`config.mk`:
```
export PLATFORM = sky130hd
export DESIGN_NAME = bp_unit
export DESIGN_NICKNAME = d
export VERILOG_FILES = /design/src/verilog/bp_pkg.sv /design/src/verilog/bp_btb.sv /design/src/verilog/bp_gshare.sv /design/src/verilog/bp_unit.sv
export VERILOG_INCLUDE_DIRS = /design/src /design/src/include
export SDC_FILE = /design/constraint.sdc
export NUM_CORES = 1
export LEC_CHECK = 0
export BUFFER_PORTS_ARGS = -buffer_cell sky130_fd_sc_hd__buf_4
export CORE_ASPECT_RATIO = 0.75
export CORE_MARGIN = 3
export CORE_UTILIZATION = 55
export CTS_CLUSTER_DIAMETER = 120
export DETAILED_ROUTE_END_ITERATION = 12
export GPL_TIMING_DRIVEN = 0
export PLACE_DENSITY_LB_ADDON = 0.12
export SETUP_SLACK_MARGIN = 0.05
export SYNTH_ARGS = -nofsm -noshare
export SYNTH_HDL_FRONTEND = slang
export SYNTH_SLANG_ARGS = --single-unit
```
`constraint.sdc`:
```
create_clock -name clk -period 3.56 [get_ports clk]
set_input_delay 0.356 -clock clk [delete_from_list [all_inputs] [get_ports clk]]
set_output_delay 0.356 -clock clk [all_outputs]
set_load 0.01 [all_outputs]
```
`src/include/bp_consts.svh`:
```
// Branch predictor constants for address width, BTB size, history length and counter init

`ifndef BP_CONSTS_SVH
`define BP_CONSTS_SVH

// ~~~~~~~~~~~~~~~~~~~~~~~~~~~~~~~~~~~~~~~~
// Address and BTB geometry
// ~~~~~~~~~~~~~~~~~~~~~~~~~~~~~~~~~~~~~~~~

`define BP_ADDR_W       32                      // Instruction address width
`define BP_BTB_ENTRIES  16                      // Power of two
`define BP_BTB_IDX_W    $clog2(`BP_BTB_ENTRIES)

// ~~~~~~~~~~~~~~~~~~~~~~~~~~~~~~~~~~~~~~~~
// Direction predictor
// ~~~~~~~~~~~~~~~~~~~~~~~~~~~~~~~~~~~~~~~~

// PHT holds 2**BP_GHR_W counters
`define BP_GHR_W        5

`define BP_CTR_INIT     2'b01                   // Weakly not taken

`endif

```
`src/verilog/bp_pkg.sv`:
```
// Branch predictor types for addresses, table indices, counters and fetch/execute records

`include "bp_consts.svh"

package bp_pkg;

    typedef logic [`BP_ADDR_W-1:0] addr_t;

    // Index sits just above the two byte-offset bits, tag takes the rest
    typedef logic [`BP_BTB_IDX_W-1:0]              btb_idx_t;
    typedef logic [`BP_ADDR_W-`BP_BTB_IDX_W-3:0]   btb_tag_t;

    typedef logic [`BP_GHR_W-1:0] ghr_t;    // Also the PHT index
    typedef logic [1:0]           ctr_t;

    typedef enum logic [1:0] {
        CF_NONE   = 2'd0,
        CF_BRANCH = 2'd1,
        CF_JUMP   = 2'd2
    } cf_kind_e;

    // Fetch side result
    typedef struct packed {
        logic     hit;
        logic     taken;
        addr_t    target;
        ghr_t     pht_idx;
    } bp_pred_t;

    // Execute side feedback
    typedef struct packed {
        logic     valid;
        addr_t    pc;
        addr_t    target;
        cf_kind_e kind;
        logic     taken;
        ghr_t     pht_idx;  // Index used at fetch time
    } bp_resolve_t;

endpackage

```
`src/verilog/bp_btb.sv`:
```
// Direct-mapped branch target buffer storing tag, target and control-flow kind per entry

`include "bp_consts.svh"

module bp_btb (
    input  logic                clk,
    input  logic                rst_n_i,
    input  bp_pkg::addr_t       lookup_pc_i,
    output logic                lookup_hit_o,
    output bp_pkg::cf_kind_e    lookup_kind_o,
    output bp_pkg::addr_t       lookup_target_o,
    input  bp_pkg::bp_resolve_t resolve_i
);

    // ~~~~~~~~~~~~~~~~~~~~~~~~~~~~~~~~~~~~~~~~
    // PC split helpers
    // ~~~~~~~~~~~~~~~~~~~~~~~~~~~~~~~~~~~~~~~~

    function automatic bp_pkg::btb_idx_t pc_index(input bp_pkg::addr_t pc);
        return pc[`BP_BTB_IDX_W+1:2];
    endfunction

    function automatic bp_pkg::btb_tag_t pc_tag(input bp_pkg::addr_t pc);
        return pc[`BP_ADDR_W-1:`BP_BTB_IDX_W+2];
    endfunction

    // ~~~~~~~~~~~~~~~~~~~~~~~~~~~~~~~~~~~~~~~~
    // Storage
    // ~~~~~~~~~~~~~~~~~~~~~~~~~~~~~~~~~~~~~~~~

    bp_pkg::btb_tag_t tag_mem    [0:`BP_BTB_ENTRIES-1];
    bp_pkg::addr_t    target_mem [0:`BP_BTB_ENTRIES-1];
    bp_pkg::cf_kind_e kind_mem   [0:`BP_BTB_ENTRIES-1];

    logic [`BP_BTB_ENTRIES-1:0] valid_q;

    bp_pkg::btb_idx_t lookup_idx;
    bp_pkg::btb_tag_t lookup_tag;
    bp_pkg::btb_idx_t wr_idx;
    bp_pkg::btb_tag_t wr_tag;
    logic             wr_en;

    assign lookup_idx = pc_index(lookup_pc_i);
    assign lookup_tag = pc_tag(lookup_pc_i);

    assign wr_idx = pc_index(resolve_i.pc);
    assign wr_tag = pc_tag(resolve_i.pc);
    assign wr_en  = resolve_i.valid && (resolve_i.kind != bp_pkg::CF_NONE);

    // ~~~~~~~~~~~~~~~~~~~~~~~~~~~~~~~~~~~~~~~~
    // Lookup
    // ~~~~~~~~~~~~~~~~~~~~~~~~~~~~~~~~~~~~~~~~

    assign lookup_hit_o    = valid_q[lookup_idx] && (tag_mem[lookup_idx] == lookup_tag);
    assign lookup_kind_o   = kind_mem[lookup_idx];     // Top level qualifies with hit
    assign lookup_target_o = target_mem[lookup_idx];

    // ~~~~~~~~~~~~~~~~~~~~~~~~~~~~~~~~~~~~~~~~
    // Write
    // ~~~~~~~~~~~~~~~~~~~~~~~~~~~~~~~~~~~~~~~~

    // Old entry at the same index is simply overwritten
    always_ff @(posedge clk) begin
        if (wr_en) begin
            tag_mem[wr_idx]    <= wr_tag;
            target_mem[wr_idx] <= resolve_i.target;
            kind_mem[wr_idx]   <= resolve_i.kind;
        end
    end

    always_ff @(posedge clk or negedge rst_n_i) begin
        if (!rst_n_i) begin
            valid_q <= '0;
        end else if (wr_en) begin
            valid_q[wr_idx] <= 1'b1;
        end
    end

endmodule

```
`src/verilog/bp_gshare.sv`:
```
// Gshare direction predictor with global history and 2-bit saturating counters

`include "bp_consts.svh"

module bp_gshare (
    input  logic                clk,
    input  logic                rst_n_i,
    input  bp_pkg::addr_t       lookup_pc_i,
    output bp_pkg::ghr_t        pht_idx_o,
    output logic                pred_taken_o,
    input  bp_pkg::bp_resolve_t resolve_i,
    input  logic                ghr_clear_i
);

    localparam int unsigned PHT_ENTRIES = 1 << `BP_GHR_W;

    bp_pkg::ghr_t ghr_q;
    bp_pkg::ctr_t pht_q [0:PHT_ENTRIES-1];

    bp_pkg::ctr_t ctr_cur;
    bp_pkg::ctr_t ctr_nxt;
    logic         branch_upd;

    // ~~~~~~~~~~~~~~~~~~~~~~~~~~~~~~~~~~~~~~~~
    // Lookup
    // ~~~~~~~~~~~~~~~~~~~~~~~~~~~~~~~~~~~~~~~~

    assign pht_idx_o    = lookup_pc_i[`BP_GHR_W+1:2] ^ ghr_q;
    assign pred_taken_o = pht_q[pht_idx_o][1];  // Counter MSB

    // ~~~~~~~~~~~~~~~~~~~~~~~~~~~~~~~~~~~~~~~~
    // Update
    // ~~~~~~~~~~~~~~~~~~~~~~~~~~~~~~~~~~~~~~~~

    // Jumps leave counters and history alone
    assign branch_upd = resolve_i.valid && (resolve_i.kind == bp_pkg::CF_BRANCH);

    always_comb begin
        ctr_cur = pht_q[resolve_i.pht_idx];
        ctr_nxt = ctr_cur;
        if (resolve_i.taken) begin
            if (ctr_cur != 2'b11) begin
                ctr_nxt = ctr_cur + 2'b01;
            end
        end else if (ctr_cur != 2'b00) begin
            ctr_nxt = ctr_cur - 2'b01;
        end
    end

    always_ff @(posedge clk or negedge rst_n_i) begin
        if (!rst_n_i) begin
            for (int i = 0; i < PHT_ENTRIES; i++) begin
                pht_q[i] <= `BP_CTR_INIT;
            end
        end else if (branch_upd) begin
            pht_q[resolve_i.pht_idx] <= ctr_nxt;
        end
    end

    always_ff @(posedge clk or negedge rst_n_i) begin
        if (!rst_n_i) begin
            ghr_q <= '0;
        end else if (ghr_clear_i) begin
            ghr_q <= '0;                                       // Wins over a shift
        end else if (branch_upd) begin
            ghr_q <= {ghr_q[`BP_GHR_W-2:0], resolve_i.taken};  // Newest outcome in LSB
        end
    end

endmodule

```
`src/verilog/bp_unit.sv`:
```
// Branch prediction unit combining BTB target lookup with gshare direction

module bp_unit (
    input  logic                clk,
    input  logic                rst_n_i,
    input  bp_pkg::addr_t       fetch_pc_i,
    output bp_pkg::bp_pred_t    pred_o,
    input  bp_pkg::bp_resolve_t resolve_i,
    input  logic                ghr_clear_i
);

    logic             btb_hit;
    bp_pkg::cf_kind_e btb_kind;
    bp_pkg::addr_t    btb_target;

    logic             dir_taken;
    bp_pkg::ghr_t     pht_idx;

    logic             is_jump;
    logic             is_branch;

    // ~~~~~~~~~~~~~~~~~~~~~~~~~~~~~~~~~~~~~~~~
    // Tables
    // ~~~~~~~~~~~~~~~~~~~~~~~~~~~~~~~~~~~~~~~~

    bp_btb btb_i (
        .clk             (clk),
        .rst_n_i         (rst_n_i),
        .lookup_pc_i     (fetch_pc_i),
        .lookup_hit_o    (btb_hit),
        .lookup_kind_o   (btb_kind),
        .lookup_target_o (btb_target),
        .resolve_i       (resolve_i)
    );

    bp_gshare gshare_i (
        .clk          (clk),
        .rst_n_i      (rst_n_i),
        .lookup_pc_i  (fetch_pc_i),
        .pht_idx_o    (pht_idx),
        .pred_taken_o (dir_taken),
        .resolve_i    (resolve_i),
        .ghr_clear_i  (ghr_clear_i)
    );

    // ~~~~~~~~~~~~~~~~~~~~~~~~~~~~~~~~~~~~~~~~
    // Prediction
    // ~~~~~~~~~~~~~~~~~~~~~~~~~~~~~~~~~~~~~~~~

    assign is_jump   = (btb_kind == bp_pkg::CF_JUMP);
    assign is_branch = (btb_kind == bp_pkg::CF_BRANCH);

    always_comb begin
        pred_o.hit     = btb_hit;
        // Jumps always redirect, branches follow the counter
        pred_o.taken   = btb_hit && (is_jump || (is_branch && dir_taken));
        pred_o.target  = btb_hit ? btb_target : '0;
        pred_o.pht_idx = pht_idx;   // Carried to execute for the update
    end

endmodule

```
==> flow_metrics.tcl <==
set metrics [dict create \
    crit_arrival_ns 3.50 \
    synth_cell_type_count 71 \
    gr-total-overflow 0 \
    initialDrtViolationCount 3250 \
    clk_pin_slew_ns 0.06 \
    r2r_setup_slack_ns 1.04 \
    area_growth_pct 20.8 \
    drive_gt1_share_pct 37.2 \
    power_uw 26000 \
    worst_r2r_path_depth 6 \
    fin_skew_ns 0.00633 \
    p_leak_uw 0.0175 \
    numCtsBuffers 97 \
    ctsLongestPathBuffers 3 \
    io_pins 147 \
    synthArstFlopShare_pct 8.13 \
    core-area_um2 75500 \
    clock_latency_ns 0.66 \
    cp.required_ns 3.20 \
    outcome "finished, violations left" \
    crit_path_max_fanout 10 \
    layout.nets 2526 \
    min_path_cells 1 \
    rr_startpoint "gshare_i.pht_q[29]" \
    fp.dieH_um 246 \
    fin_crit_sh_pct 108 \
    yosysTopAreaCellShare_pct 68.3 \
    worst_slack_ns -0.296 \
    pre_cts_slack_ns -1.69 \
    tightest_slew_ns 1.07 \
    place_congestion 0.831 \
    synthTopCellsByArea "edfxtp_1, mux4_2, dfrtp_1" \
    avgSynthCellArea_um2 20.8 \
    clockRootBuffer "clkbuf_16" \
    antenna_left 0 \
    period_minus_slack_ns 3.86 \
    r2r-end "gshare_i.pht_q[39]" \
    power_density_nw_per_um2 511 \
    dr.pass1.iters 5 \
    grt_pass1_vias 22600 \
    worstSetupPathType "flip-flop to output port" \
    violations "setup timing" \
    hp-start "resolve_i[7]" \
    synthesis.nets 2140 \
    synth_top_area_cell "edfxtp_1" \
    initial_core_util_pct 55.9 \
    hold-path-endpoint "btb_i.kind_mem[12][1]" \
    hpwl_um 70700 \
    grt_start_max_net_pins 86 \
    antenna_found_initial 4 \
    drc_errors 0 \
    startpoint_type "flip-flop" \
    fin_setup_tns_ns -8.05 \
    wl_um 112000 \
    die_area_um2 80100 \
    via_per_inst 6.42 \
    rsz0062_at_grt "true" \
    yosys_register_bits 1045 \
    vias 22600 \
    synth_edf_count 960 \
    clock_sinks 1045 \
    ctsHtreeMaxLevel 3 \
    peakVddDrop_v 0.000462 \
    worst_hold_path_type "input pin to flip-flop" \
    port-buffer-count 139 \
    synth_top_flop_cell "edfxtp_1" \
    avgRoutedWirePerCell_um 31.7 \
    cap_violations 0 \
    syn_inst 2032 \
    die_x_um 326 \
    cts_tree "yes" \
    rows 87 \
    finalHoldViolCount 0 \
    max_freq_mhz 259 \
    ys_seq_area_share_pct 73.4 \
    slew_viol_final 0 \
    grt_usage_pct 28.0 \
    syn-cell-area_um2 42200 \
    yosysWarnings 0 \
    relSlewSlack_pct 28.4 \
    end_kind "output port" \
    grt_pass1_wl_um 159000 \
    setup_viol 34 \
]
## cell usage in the layout, fill, tap and decap left out, types with 8 or more instances in the layout
cell / Yosys / routed
a21oi_1: 11 / 11
buf_4: 16 / 161
a22oi_1: 30 / 30
xor2_1: 11 / 10
nor4_4: 1 / 36
nand2_1: 60 / 58
buf_8: 0 / 29
buf_6: 15 / 28
nand4_1: 40 / 40
buf_12: 0 / 43
buf_2: 46 / 23
dfrtp_1: 53 / 53
mux4_2: 257 / 257
or2_2: 19 / 19
mux2i_1: 108 / 106
clkbuf_1: 33 / 31
xnor2_1: 11 / 9
and3_1: 12 / 12
clkinv_1: 0 / 24
dlygate4sd3_1: 0 / 62
nand3_1: 11 / 11
clkbuf_2: 0 / 11
nor2b_1: 11 / 9
nand2b_1: 10 / 9
dfstp_2: 32 / 32
buf_16: 0 / 19
o21ai_0: 8 / 8
mux2_2: 72 / 71
nor2_1: 51 / 36
bufinv_16: 0 / 10
nor2_4: 0 / 12
clkinv_2: 0 / 22
clkbuf_16: 0 / 102
edfxtp_1: 960 / 960
## registers in the layout (all words and copies together), names as in the netlist
name	flops
gshare_i.ghr_q	5
gshare_i.pht_q	64
btb_i.target_mem	512
btb_i.kind_mem	32
btb_i.tag_mem	416
btb_i.valid_q	16
## critical path, cell delays in order (launching register included)
cell       delay [ns]
edfxtp_1         0.34
nor2b_4          0.13
a2111oi_0        0.07
or4_4            0.60
a2111oi_4        0.30
and4bb_2         0.31
nand4_4          0.20
buf_12           0.23
buf_12           0.16
nor4_4           0.31
buf_4            0.17
## metal layers
layer | vias up | part of all wire (%) | global-route usage, %
met3 | 173 | 11 | 6.08
met1 | 11900 | 41 | 42.8
li1 | 9292 | - | -
met4 | 4 | 2.2 | 6.72
met5 | - | 0.029 | 0
met2 | 1217 | 46 | 41.9
## cell families after synthesis
kind of cell             Yosys count  share of synthesized area (%)
flip-flops                      1045                           73.4
multiplexers                     437                           18.2
AND/OR/NAND/NOR                  294                           4.26
buffers and inverters            124                           1.65
AO/OA/AOI/OAI                    106                           1.89
XOR/XNOR                          24                          0.534
adder cells (fa/ha/maj)            2                         0.0474
## through the flow
| step | util (%) | cells | hold WS [ns] | instance area, um^2 |
|---|---|---|---|---|
| after global routing | 67.5 | 3520 | 0.0501 | 51000 |
| after detailed placement | 60.9 | 3255 | 0.452 | 46000 |
| final | 67.5 | 3522 | 0.0478 | 51000 |
| after global placement | 59.0 | 3194 | 0.446 | 44600 |
| after floorplan | - | 2032 | 0.0604 | 42300 |
| after CTS | 66.7 | 3507 | 0.0138 | 50400 |
## power breakdown
part	switching, uW	internal [uW]	total, uW
combinational	1140	879	2020
sequential	78.1	13700	13800
clock	4510	5740	10200
total	5730	20300	26000
## what timing repair did
item	in CTS	in global routing
cloned	0	5
buffers inserted	13	9
setup endpoints to repair	34	34
resized for setup	136	76
pin swaps	14	40
endpoints found under the hold margin	992	0
hold buffers	62	0
## area by class of cell
cell class / count / area (um^2)
Antenna cell: 2 / 5.00
Buffer: 118 / 1030
Clock buffer: 109 / 2470
Clock inverter: 69 / 621
Fill cell: 4882 / 24600
Inverter: 4 / 15.0
Multi-Input combinational cell: 863 / 11200
Sequential cell: 1045 / 31000
Tap cell: 1023 / 1280
Timing Repair Buffer: 289 / 3350
## cells in the mapped netlist, drive strengths merged (20+ instances only)
cell and number:
a22oi 30, buf 87, clkbuf 33, dfrtp 53, dfstp 32, edfxtp 960, mux2 72, mux2i 108
mux4 257, nand2 60, nand4 42, nor2 51, nor4 42, or2 20
## worst max-delay path by stage
stage,start,slack [ns],to,cells past startpoint
global placement,resolve_i[7],-4.46,btb_i.valid_q[2],5
detailed placement,fetch_pc_i[4],-1.69,pred_o[34],12
global route,btb_i.tag_mem[8][4],-0.38,pred_o[37],10
CTS,btb_i.tag_mem[1][15],-0.32,pred_o[6],10
floorplan,resolve_i[7],-0.31,btb_i.kind_mem[1][0],3
finish,btb_i.tag_mem[2][15],-0.30,pred_o[8],10
Power figures use the tool's default switching activity.
